[config.mk]
export PLATFORM = sky130hd
export DESIGN_NAME = decode_front
export DESIGN_NICKNAME = d
export VERILOG_FILES = /design/src/common/core_pkg.sv /design/src/common/isa_pkg.sv /design/src/common/front_if.sv /design/src/logic/decode_front.sv /design/src/logic/ds_queue.sv /design/src/logic/fetch_stage.sv /design/src/logic/inst_decoder.sv
export SDC_FILE = /design/constraint.sdc
export NUM_CORES = 1
export LEC_CHECK = 0
export BUFFER_PORTS_ARGS = -buffer_cell sky130_fd_sc_hd__buf_4
export CAP_MARGIN = 20
export CORE_ASPECT_RATIO = 0.6
export CORE_MARGIN = 4
export CORE_UTILIZATION = 54
export CTS_CLUSTER_DIAMETER = 40
export DETAILED_ROUTE_END_ITERATION = 8
export PLACE_DENSITY_LB_ADDON = 0.25
export RECOVER_POWER = 50
export SLEW_MARGIN = 20
export SYNTH_ARGS = -nofsm -noshare
export SYNTH_HDL_FRONTEND = slang
export SYNTH_SLANG_ARGS = --single-unit
export TNS_END_PERCENT = 10
[constraint.sdc]
create_clock -name clk -period 7.6 [get_ports clk]
set_input_delay 1.52 -clock clk [delete_from_list [all_inputs] [get_ports clk]]
set_output_delay 1.52 -clock clk [all_outputs]
set_load 0.01 [all_outputs]
[src/common/core_pkg.sv]
package core_pkg;

    // datapath width, fixed by rv32i
    localparam int XLEN = 32;

    // data or immediate word
    typedef logic [XLEN-1:0] xlen_t;
    // raw instruction word
    typedef logic [31:0] inst_t;
    // instruction address
    typedef logic [XLEN-1:0] pc_t;
    // supplier tag for one fetched instruction
    typedef logic [7:0] inst_id_t;
    // register index x0..x31
    typedef logic [4:0] reg_addr_t;

    // request address after reset
    localparam pc_t PC_RESET = '0;

    // decoded packet queue
    localparam int QUEUE_DEPTH = 2;
    localparam int QUEUE_PTR_W = (QUEUE_DEPTH > 1) ? $clog2(QUEUE_DEPTH) : 1;
    localparam int QUEUE_CNT_W = $clog2(QUEUE_DEPTH + 1);

    // slot index into the queue
    typedef logic [QUEUE_PTR_W-1:0] qptr_t;
    // number of occupied slots, 0..QUEUE_DEPTH
    typedef logic [QUEUE_CNT_W-1:0] qcnt_t;

endpackage

[src/common/isa_pkg.sv]
package isa_pkg;

    // major opcode, inst[6:0]
    typedef logic [6:0] opcode_t;
    // funct3 field, inst[14:12]
    typedef logic [2:0] funct3_t;

    // rv32i major opcodes
    localparam opcode_t OPC_LOAD   = 7'b000_0011;
    localparam opcode_t OPC_OP_IMM = 7'b001_0011;
    localparam opcode_t OPC_AUIPC  = 7'b001_0111;
    localparam opcode_t OPC_STORE  = 7'b010_0011;
    localparam opcode_t OPC_OP     = 7'b011_0011;
    localparam opcode_t OPC_LUI    = 7'b011_0111;
    localparam opcode_t OPC_BRANCH = 7'b110_0011;
    localparam opcode_t OPC_JALR   = 7'b110_0111;
    localparam opcode_t OPC_JAL    = 7'b110_1111;
    localparam opcode_t OPC_SYSTEM = 7'b111_0011;

    // instruction class seen by the downstream pipeline
    typedef enum logic [3:0] {
        CLASS_OP,
        CLASS_OP_IMM,
        CLASS_LOAD,
        CLASS_STORE,
        CLASS_BRANCH,
        CLASS_JAL,
        CLASS_JALR,
        CLASS_LUI,
        CLASS_AUIPC,
        CLASS_SYSTEM,
        CLASS_ILLEGAL
    } inst_class_e;

    // immediate layout, picked from the class
    typedef enum logic [2:0] {
        IMM_I,
        IMM_S,
        IMM_B,
        IMM_U,
        IMM_J,
        IMM_Z,
        IMM_NONE
    } imm_fmt_e;

endpackage

[src/common/front_if.sv]
`timescale 1ns/1ps

// decode register contents toward the decoder
interface fetch_if;
    logic                 id_valid;
    core_pkg::pc_t        id_pc;
    core_pkg::inst_t      id_inst;
    core_pkg::inst_id_t   id_inst_id;

    modport stage   (output id_valid, id_pc, id_inst, id_inst_id);
    modport decoder (input  id_valid, id_pc, id_inst, id_inst_id);
endinterface

// decoded packet push channel into the queue
interface dec_if;
    logic                   push_valid;
    logic                   push_ready;
    core_pkg::pc_t          pc;
    core_pkg::inst_id_t     inst_id;
    isa_pkg::inst_class_e   inst_class;
    core_pkg::reg_addr_t    rd;
    core_pkg::reg_addr_t    rs1;
    core_pkg::reg_addr_t    rs2;
    isa_pkg::funct3_t       funct3;
    core_pkg::xlen_t        imm;
    logic                   rf_wen;

    modport decoder (
        output push_valid, pc, inst_id, inst_class, rd, rs1, rs2, funct3, imm, rf_wen
    );
    modport queue (
        input  push_valid, pc, inst_id, inst_class, rd, rs1, rs2, funct3, imm, rf_wen,
        output push_ready
    );
    // decode stage only needs to know if the packet can leave
    modport front (input push_ready);
endinterface

[src/logic/decode_front.sv]
`timescale 1ns/1ps

module decode_front (
    input  logic                   clk,
    input  logic                   rst_i,

    // instruction responses from the supplier
    input  logic                   iresp_valid_i,
    output logic                   iresp_ready_o,
    input  core_pkg::pc_t          iresp_addr_i,
    input  core_pkg::inst_t        iresp_inst_i,
    input  core_pkg::inst_id_t     iresp_id_i,

    // refetch request, single-cycle pulse
    output logic                   ireq_valid_o,
    output core_pkg::pc_t          ireq_addr_o,

    // redirect from downstream
    input  logic                   redirect_i,
    input  core_pkg::pc_t          redirect_addr_i,

    // decoded packets toward the pipeline
    output logic                   out_valid_o,
    input  logic                   out_ready_i,
    output core_pkg::pc_t          out_pc_o,
    output core_pkg::inst_id_t     out_inst_id_o,
    output isa_pkg::inst_class_e   out_class_o,
    output core_pkg::reg_addr_t    out_rd_o,
    output core_pkg::reg_addr_t    out_rs1_o,
    output core_pkg::reg_addr_t    out_rs2_o,
    output isa_pkg::funct3_t       out_funct3_o,
    output core_pkg::xlen_t        out_imm_o,
    output logic                   out_rf_wen_o
);

    fetch_if fetch_bus ();
    dec_if   dec_bus ();

    // decode register and redirect handling
    fetch_stage u_fetch_stage (
        .clk             (clk),
        .rst_i           (rst_i),
        .iresp_valid_i   (iresp_valid_i),
        .iresp_addr_i    (iresp_addr_i),
        .iresp_inst_i    (iresp_inst_i),
        .iresp_id_i      (iresp_id_i),
        .redirect_i      (redirect_i),
        .redirect_addr_i (redirect_addr_i),
        .iresp_ready_o   (iresp_ready_o),
        .ireq_valid_o    (ireq_valid_o),
        .ireq_addr_o     (ireq_addr_o),
        .fetch           (fetch_bus.stage),
        .dec             (dec_bus.front)
    );

    inst_decoder u_inst_decoder (
        .fetch (fetch_bus.decoder),
        .dec   (dec_bus.decoder)
    );

    // redirect empties the queue on the same edge
    ds_queue u_ds_queue (
        .clk           (clk),
        .rst_i         (rst_i),
        .flush_i       (redirect_i),
        .dec           (dec_bus.queue),
        .out_valid_o   (out_valid_o),
        .out_ready_i   (out_ready_i),
        .out_pc_o      (out_pc_o),
        .out_inst_id_o (out_inst_id_o),
        .out_class_o   (out_class_o),
        .out_rd_o      (out_rd_o),
        .out_rs1_o     (out_rs1_o),
        .out_rs2_o     (out_rs2_o),
        .out_funct3_o  (out_funct3_o),
        .out_imm_o     (out_imm_o),
        .out_rf_wen_o  (out_rf_wen_o)
    );

endmodule

[src/logic/ds_queue.sv]
`timescale 1ns/1ps

module ds_queue (
    input  logic                   clk,
    input  logic                   rst_i,
    input  logic                   flush_i,
    dec_if.queue                   dec,
    output logic                   out_valid_o,
    input  logic                   out_ready_i,
    output core_pkg::pc_t          out_pc_o,
    output core_pkg::inst_id_t     out_inst_id_o,
    output isa_pkg::inst_class_e   out_class_o,
    output core_pkg::reg_addr_t    out_rd_o,
    output core_pkg::reg_addr_t    out_rs1_o,
    output core_pkg::reg_addr_t    out_rs2_o,
    output isa_pkg::funct3_t       out_funct3_o,
    output core_pkg::xlen_t        out_imm_o,
    output logic                   out_rf_wen_o
);

    localparam int DEPTH = core_pkg::QUEUE_DEPTH;

    // packet storage, one array per field
    core_pkg::pc_t          pc_mem     [DEPTH];
    core_pkg::inst_id_t     id_mem     [DEPTH];
    isa_pkg::inst_class_e   class_mem  [DEPTH];
    core_pkg::reg_addr_t    rd_mem     [DEPTH];
    core_pkg::reg_addr_t    rs1_mem    [DEPTH];
    core_pkg::reg_addr_t    rs2_mem    [DEPTH];
    isa_pkg::funct3_t       funct3_mem [DEPTH];
    core_pkg::xlen_t        imm_mem    [DEPTH];
    logic                   wen_mem    [DEPTH];

    core_pkg::qptr_t   wr_ptr;
    core_pkg::qptr_t   rd_ptr;
    core_pkg::qcnt_t   count;
    logic              full;
    logic              push;
    logic              pop;

    // wrap at the last slot, depth need not be a power of two
    function automatic core_pkg::qptr_t next_ptr(input core_pkg::qptr_t ptr);
        core_pkg::qptr_t nxt;
        if (ptr == core_pkg::qptr_t'(DEPTH - 1)) begin
            nxt = '0;
        end else begin
            nxt = ptr + 1'b1;
        end
        return nxt;
    endfunction

    assign full        = (count == core_pkg::qcnt_t'(DEPTH));
    assign out_valid_o = (count != '0);
    // a full queue still takes a push when the head leaves
    assign dec.push_ready = !full || out_ready_i;

    assign push = dec.push_valid && dec.push_ready;
    assign pop  = out_valid_o && out_ready_i;

    always_ff @(posedge clk) begin
        if (rst_i || flush_i) begin
            wr_ptr <= '0;
            rd_ptr <= '0;
            count  <= '0;
        end else begin
            if (push) begin
                wr_ptr <= next_ptr(wr_ptr);
            end
            if (pop) begin
                rd_ptr <= next_ptr(rd_ptr);
            end
            // count moves only when exactly one side fires
            if (push && !pop) begin
                count <= count + 1'b1;
            end else if (pop && !push) begin
                count <= count - 1'b1;
            end
        end
    end

    always_ff @(posedge clk) begin
        if (push) begin
            pc_mem[wr_ptr]     <= dec.pc;
            id_mem[wr_ptr]     <= dec.inst_id;
            class_mem[wr_ptr]  <= dec.inst_class;
            rd_mem[wr_ptr]     <= dec.rd;
            rs1_mem[wr_ptr]    <= dec.rs1;
            rs2_mem[wr_ptr]    <= dec.rs2;
            funct3_mem[wr_ptr] <= dec.funct3;
            imm_mem[wr_ptr]    <= dec.imm;
            wen_mem[wr_ptr]    <= dec.rf_wen;
        end
    end

    // head packet, valid whenever count is nonzero
    assign out_pc_o      = pc_mem[rd_ptr];
    assign out_inst_id_o = id_mem[rd_ptr];
    assign out_class_o   = class_mem[rd_ptr];
    assign out_rd_o      = rd_mem[rd_ptr];
    assign out_rs1_o     = rs1_mem[rd_ptr];
    assign out_rs2_o     = rs2_mem[rd_ptr];
    assign out_funct3_o  = funct3_mem[rd_ptr];
    assign out_imm_o     = imm_mem[rd_ptr];
    assign out_rf_wen_o  = wen_mem[rd_ptr];

endmodule

[src/logic/fetch_stage.sv]
`timescale 1ns/1ps

module fetch_stage (
    input  logic                 clk,
    input  logic                 rst_i,
    input  logic                 iresp_valid_i,
    input  core_pkg::pc_t        iresp_addr_i,
    input  core_pkg::inst_t      iresp_inst_i,
    input  core_pkg::inst_id_t   iresp_id_i,
    input  logic                 redirect_i,
    input  core_pkg::pc_t        redirect_addr_i,
    output logic                 iresp_ready_o,
    output logic                 ireq_valid_o,
    output core_pkg::pc_t        ireq_addr_o,
    fetch_if.stage               fetch,
    dec_if.front                 dec
);

    // decode stage register
    logic                 id_valid;
    core_pkg::pc_t        id_pc;
    core_pkg::inst_t      id_inst;
    core_pkg::inst_id_t   id_inst_id;

    // redirect seen on the previous edge
    logic                 redirect_q;
    core_pkg::pc_t        redirect_addr_q;

    logic                 id_stall;
    logic                 flush;
    logic                 accept;

    // held instruction that the queue cannot take
    assign id_stall = id_valid && !dec.push_ready;
    // drop everything on the redirect edge and the one after
    assign flush    = redirect_i || redirect_q;

    assign iresp_ready_o = !id_stall && !flush;
    assign accept        = iresp_valid_i && iresp_ready_o;

    // new fetch address goes out one cycle after the redirect
    assign ireq_valid_o = redirect_q;
    assign ireq_addr_o  = redirect_addr_q;

    always_ff @(posedge clk) begin
        if (rst_i) begin
            redirect_q      <= 1'b0;
            redirect_addr_q <= core_pkg::PC_RESET;
            id_valid        <= 1'b0;
        end else begin
            redirect_q      <= redirect_i;
            redirect_addr_q <= redirect_addr_i;
            if (flush) begin
                id_valid <= 1'b0;
            end else if (!id_stall) begin
                // load on a response, otherwise go empty
                id_valid <= iresp_valid_i;
            end
        end
    end

    // payload only moves with an accepted response
    always_ff @(posedge clk) begin
        if (accept) begin
            id_pc      <= iresp_addr_i;
            id_inst    <= iresp_inst_i;
            id_inst_id <= iresp_id_i;
        end
    end

    assign fetch.id_valid   = id_valid;
    assign fetch.id_pc      = id_pc;
    assign fetch.id_inst    = id_inst;
    assign fetch.id_inst_id = id_inst_id;

endmodule

[src/logic/inst_decoder.sv]
`timescale 1ns/1ps

module inst_decoder (
    fetch_if.decoder   fetch,
    dec_if.decoder     dec
);

    core_pkg::inst_t        inst;
    isa_pkg::opcode_t       opcode;
    isa_pkg::inst_class_e   inst_class;
    isa_pkg::imm_fmt_e      imm_fmt;
    core_pkg::xlen_t        imm;
    core_pkg::reg_addr_t    rd;
    logic                   writes_rd;

    assign inst   = fetch.id_inst;
    assign opcode = inst[6:0];
    assign rd     = inst[11:7];

    // class straight from the major opcode
    always_comb begin
        case (opcode)
            isa_pkg::OPC_OP:     inst_class = isa_pkg::CLASS_OP;
            isa_pkg::OPC_OP_IMM: inst_class = isa_pkg::CLASS_OP_IMM;
            isa_pkg::OPC_LOAD:   inst_class = isa_pkg::CLASS_LOAD;
            isa_pkg::OPC_STORE:  inst_class = isa_pkg::CLASS_STORE;
            isa_pkg::OPC_BRANCH: inst_class = isa_pkg::CLASS_BRANCH;
            isa_pkg::OPC_JAL:    inst_class = isa_pkg::CLASS_JAL;
            isa_pkg::OPC_JALR:   inst_class = isa_pkg::CLASS_JALR;
            isa_pkg::OPC_LUI:    inst_class = isa_pkg::CLASS_LUI;
            isa_pkg::OPC_AUIPC:  inst_class = isa_pkg::CLASS_AUIPC;
            isa_pkg::OPC_SYSTEM: inst_class = isa_pkg::CLASS_SYSTEM;
            default:             inst_class = isa_pkg::CLASS_ILLEGAL;
        endcase
    end

    // format per class, csr immediate forms have funct3[2] set
    always_comb begin
        case (inst_class)
            isa_pkg::CLASS_OP_IMM,
            isa_pkg::CLASS_LOAD,
            isa_pkg::CLASS_JALR:   imm_fmt = isa_pkg::IMM_I;
            isa_pkg::CLASS_STORE:  imm_fmt = isa_pkg::IMM_S;
            isa_pkg::CLASS_BRANCH: imm_fmt = isa_pkg::IMM_B;
            isa_pkg::CLASS_JAL:    imm_fmt = isa_pkg::IMM_J;
            isa_pkg::CLASS_LUI,
            isa_pkg::CLASS_AUIPC:  imm_fmt = isa_pkg::IMM_U;
            isa_pkg::CLASS_SYSTEM: imm_fmt = inst[14] ? isa_pkg::IMM_Z : isa_pkg::IMM_I;
            default:               imm_fmt = isa_pkg::IMM_NONE;
        endcase
    end

    // immediate assembly, sign bit is always inst[31]
    always_comb begin
        case (imm_fmt)
            isa_pkg::IMM_I: imm = {{20{inst[31]}}, inst[31:20]};
            isa_pkg::IMM_S: imm = {{20{inst[31]}}, inst[31:25], inst[11:7]};
            isa_pkg::IMM_B: imm = {{19{inst[31]}}, inst[31], inst[7], inst[30:25],
                                   inst[11:8], 1'b0};
            isa_pkg::IMM_U: imm = {inst[31:12], 12'b0};
            isa_pkg::IMM_J: imm = {{11{inst[31]}}, inst[31], inst[19:12], inst[20],
                                   inst[30:21], 1'b0};
            // zero-extended rs1 field
            isa_pkg::IMM_Z: imm = core_pkg::xlen_t'(inst[19:15]);
            default:        imm = '0;
        endcase
    end

    // no write for store, branch or illegal
    assign writes_rd = (inst_class != isa_pkg::CLASS_STORE) &&
                       (inst_class != isa_pkg::CLASS_BRANCH) &&
                       (inst_class != isa_pkg::CLASS_ILLEGAL);

    assign dec.push_valid = fetch.id_valid;
    assign dec.pc         = fetch.id_pc;
    assign dec.inst_id    = fetch.id_inst_id;
    assign dec.inst_class = inst_class;
    assign dec.rd         = rd;
    assign dec.rs1        = inst[19:15];
    assign dec.rs2        = inst[24:20];
    assign dec.funct3     = inst[14:12];
    assign dec.imm        = imm;
    // x0 writes are dropped here
    assign dec.rf_wen     = writes_rd && (rd != '0);

endmodule
==> summary.txt <==
Logic synthesis
  • Syn_area_per_cell: 18.45 µm²
  • Syn Std Cell Area: 0.01099 mm²
  • Yosys top cell by area: edfxtp_1
  • Adder-cell share of the synthesized area: 0.001138
  • EDFF count, synth: 262
  • Complex-gate fraction of the synthesized area: 0.03551
  • Async S/R FF share, synth: 0
  • Xor-xnor portion of the synthesized cell area: 0.003983
  • Syn_nets: 706
  • Synth Area in Simple Gates: 0.05997
  • Top-area cell type share of the netlist area: 0.7156
  • Multiplexer share of the synthesized area: 0.09821
  • Prevailing post-synth register cell: edfxtp_1
  • Synthesis Warnings: 0
  • Post-Syn Instances: 596
  • Top cells by area, synth: edfxtp_1, mux2_2, dfxtp_1, nor2b_1, o21ai_2
  • Synthesis-stage register bit count: 301
  • Sequential area share after synthesis: 0.7866
  • Post-synth cell types: 51
  • Largest family of logic cells by synthesized area: multiplexers

Global routing
  • Total grt overflow: 0
  • Vias in the first global route: 6,168
  • First-pass GRT wire length: 33.53 mm
  • Initial antenna violation count: 0
  • GR Util All Layers: 0.1867
  • Largest net degree at the start of global routing: 73

Power
  • Leak: 4.884 nW
  • Comb pwr share: 0.045
  • Pwr Density: 252.3 mW/mm²
  • P_sw: 0.6981 mW
  • Clock power frac: 0.424
  • Power Internal: 2.798 mW
  • Seq pwr share: 0.531
  • Sw Ratio: 0.1997
  • VDD IR max: 0.0001950 V

Timing
  • Final setup vio count: 0
  • Setup ws final: 2883 ps
  • Fmax: 212.0 MHz
  • Crit share post-route: 0.6207
  • Max-slew headroom: -0.6161
  • Final Skew: 22.75 ps
  • Slew @ Worst Pin: 2423 ps
  • Hold Violations, Final: 0
  • Unrepaired setup endpoints after global routing: no
  • Final worst path period need: 4717 ps
  • Final hold slack: 446.9 ps
  • Setup Total Neg Slack: 0 ps
  • Slew Viols, Final: 90

Setup path
  • WS Path Type: in2reg
  • CP required: 7770 ps
  • Crit path cell chain: clkbuf_4, nor2_1, a21boi_0, and2_0, buf_4
  • Slowest cell on crit path: and2_0
  • CP Launch Type: primary input
  • R2R depth: 4
  • Critical Path Max Stage Delay: 1840 ps
  • Critical path capture point type: register
  • Arrival time worst endpoint: 4890 ps
  • Worst-path fanout max: 59

Floorplan
  • Initial core utilization: 0.5492
  • Die area: 0.02278 mm²
  • Die Ht: 118.5 µm
  • Core box area: 0.02002 mm²
  • Io pins: 239
  • Num rows: 40
  • Die width: 192.2 µm

Finish
  • Fillers: 1,337
  • Final nets: 954
  • Fraction of layout cells with a size suffix above 1: 0.4147
  • Inserted Diodes: 0
  • Most common cell after layout, fill and taps aside: edfxtp_1
  • Area Growth Syn to Fin: 26.04%
  • Fin cells: 1,141
  • Register area: 0.008652 mm²
  • Multi-input gate area: 0.002118 mm²
  • Most frequent cells in the layout: edfxtp_1, buf_4, mux2_2, clkbuf_4, clkbuf_1

Detailed routing
  • Remaining antenna violation count: 0
  • WL/cell: 19.03 µm
  • Starting DRC count in detailed routing: 317
  • Vias/cell: 5.185
  • Post-route DRC: 0
  • Total Wirelength: 21.72 mm
  • Vias: 5,916
  • Pre-antenna DRT Iters: 5

Clock network
  • H-tree depth: 1
  • CTS-repair resized insts: 0
  • # hold bufs at CTS: 0
  • Worst-Skew Late Latency: 550 ps
  • CTS buffer count: 30
  • Reg clk slew, reported paths: 60 ps
  • CTS root buf: clkbuf_16
  • Postcts setup bufs: 0
  • Sink Count: 301
  • Deepest clock path buffer count: 3
  • CTS tree: built

Placed design
  • Setup WS pre-CTS: 3263 ps
  • Routability cong.: 0.7932
  • Post-detail-place hpwl: 14.16 mm
  • Port Buf Inserts: 238
  • Cells after DPL: 1,084

Status
  • Run status: finished, violations left
  • Failing checks: capacitance limit, slew limit

Hold path
  • Hold WC Path Type: reg2reg
  • Hold Path Cell Cnt: 0

Job
  • Max-cap violations: 3
registers in the layout, indices dropped and copies added, names as in the netlist, named ones only:
name,count
u_ds_queue.imm_mem,64
u_ds_queue.pc_mem,64
u_fetch_stage.fetch.id_inst,32
u_fetch_stage.fetch.id_pc,32
u_fetch_stage.ireq_addr_o,32
u_ds_queue.id_mem,16
u_ds_queue.rd_mem,10
u_ds_queue.rs1_mem,10
u_ds_queue.rs2_mem,10
u_ds_queue.class_mem,8
u_fetch_stage.fetch.id_inst_id,8
u_ds_queue.funct3_mem,6
u_ds_queue.count,2
u_ds_queue.wen_mem,2
u_ds_queue.rd_ptr,1
u_ds_queue.wr_ptr,1
u_fetch_stage.fetch.id_valid,1
u_fetch_stage.ireq_valid_o,1
worst max-delay path: cells and delay by family:
kind                   cells  cell delay [ps]
buffers and inverters      2             1000
AND/OR/NAND/NOR            2             1880
AO/OA/AOI/OAI              1              410
layout make-up:
| cell class | instances | share of cell area |
|---|---|---|
| clock buffer | 38 | 0.06239 |
| clock inverter | 18 | 0.01210 |
| inverter | 3 | 0.0008126 |
| multi-input combinational | 265 | 0.1529 |
| sequential | 301 | 0.6244 |
| tap | 273 | 0.02465 |
| timing repair buffer | 243 | 0.1228 |
Yosys cell counts (all sizes together), types with 3 or more instances:
master and instances:
clkbuf 9, o21ai 24, edfxtp 262, a21oi 5
nor3 10, buf 18, and3 3, a21o 10
xor2 3, nor2 7, inv 3, nor2b 36
nand2b 3, dfxtp 39, nor3b 7, nand3 8
mux2 95, and2 4, a22oi 4, nand2 19
metal layers:
metal / global-route usage / share of wire / up-vias
li1: - / - / 2781
met1: 0.2591 / 0.43 / 2921
met2: 0.3078 / 0.49 / 177
met3: 0.04014 / 0.059 / 37
met4: 0.04052 / 0.020 / 0
met5: 0 / 0 / -
metrics by stage:
step	util	instance area, µm²	power, mW
3_5_place_dp	0.6506	13020	2.061
4_1_cts	0.7021	14060	3.543
3_3_place_gp	0.6506	13020	2.054
6_report	0.6922	13860	3.496
5_1_grt	0.6922	13860	3.629
2_1_floorplan	-	10990	1.958
logic make-up after synthesis:
group,after synthesis
fa+ha+maj,1
buf+inv,30
xor+xnor,5
compound gates,54
mux,96
flops,301
simple gates,109
power by group through the flow:
stage | Clock (mW) | Combinational (mW) | Sequential, mW
floorplan | 0 | 0.0685 | 1.89
global placement | 0 | 0.166 | 1.89
detailed placement | 0 | 0.170 | 1.89
CTS | 1.52 | 0.171 | 1.86
global route | 1.60 | 0.171 | 1.86
finish | 1.48 | 0.157 | 1.86
final timing paths:
check                                    start                       end  slack, ps
min reg2reg  u_fetch_stage.fetch.id_inst_id[3]   u_ds_queue.id_mem[1][3]        450
min          u_fetch_stage.fetch.id_inst_id[3]   u_ds_queue.id_mem[1][3]        450
max reg2reg                u_ds_queue.count[0]  u_ds_queue.rs1_mem[1][1]       3540
max                                out_ready_i  u_ds_queue.rs1_mem[1][1]       2880
Note: power is estimated with default switching activity, not from simulation.
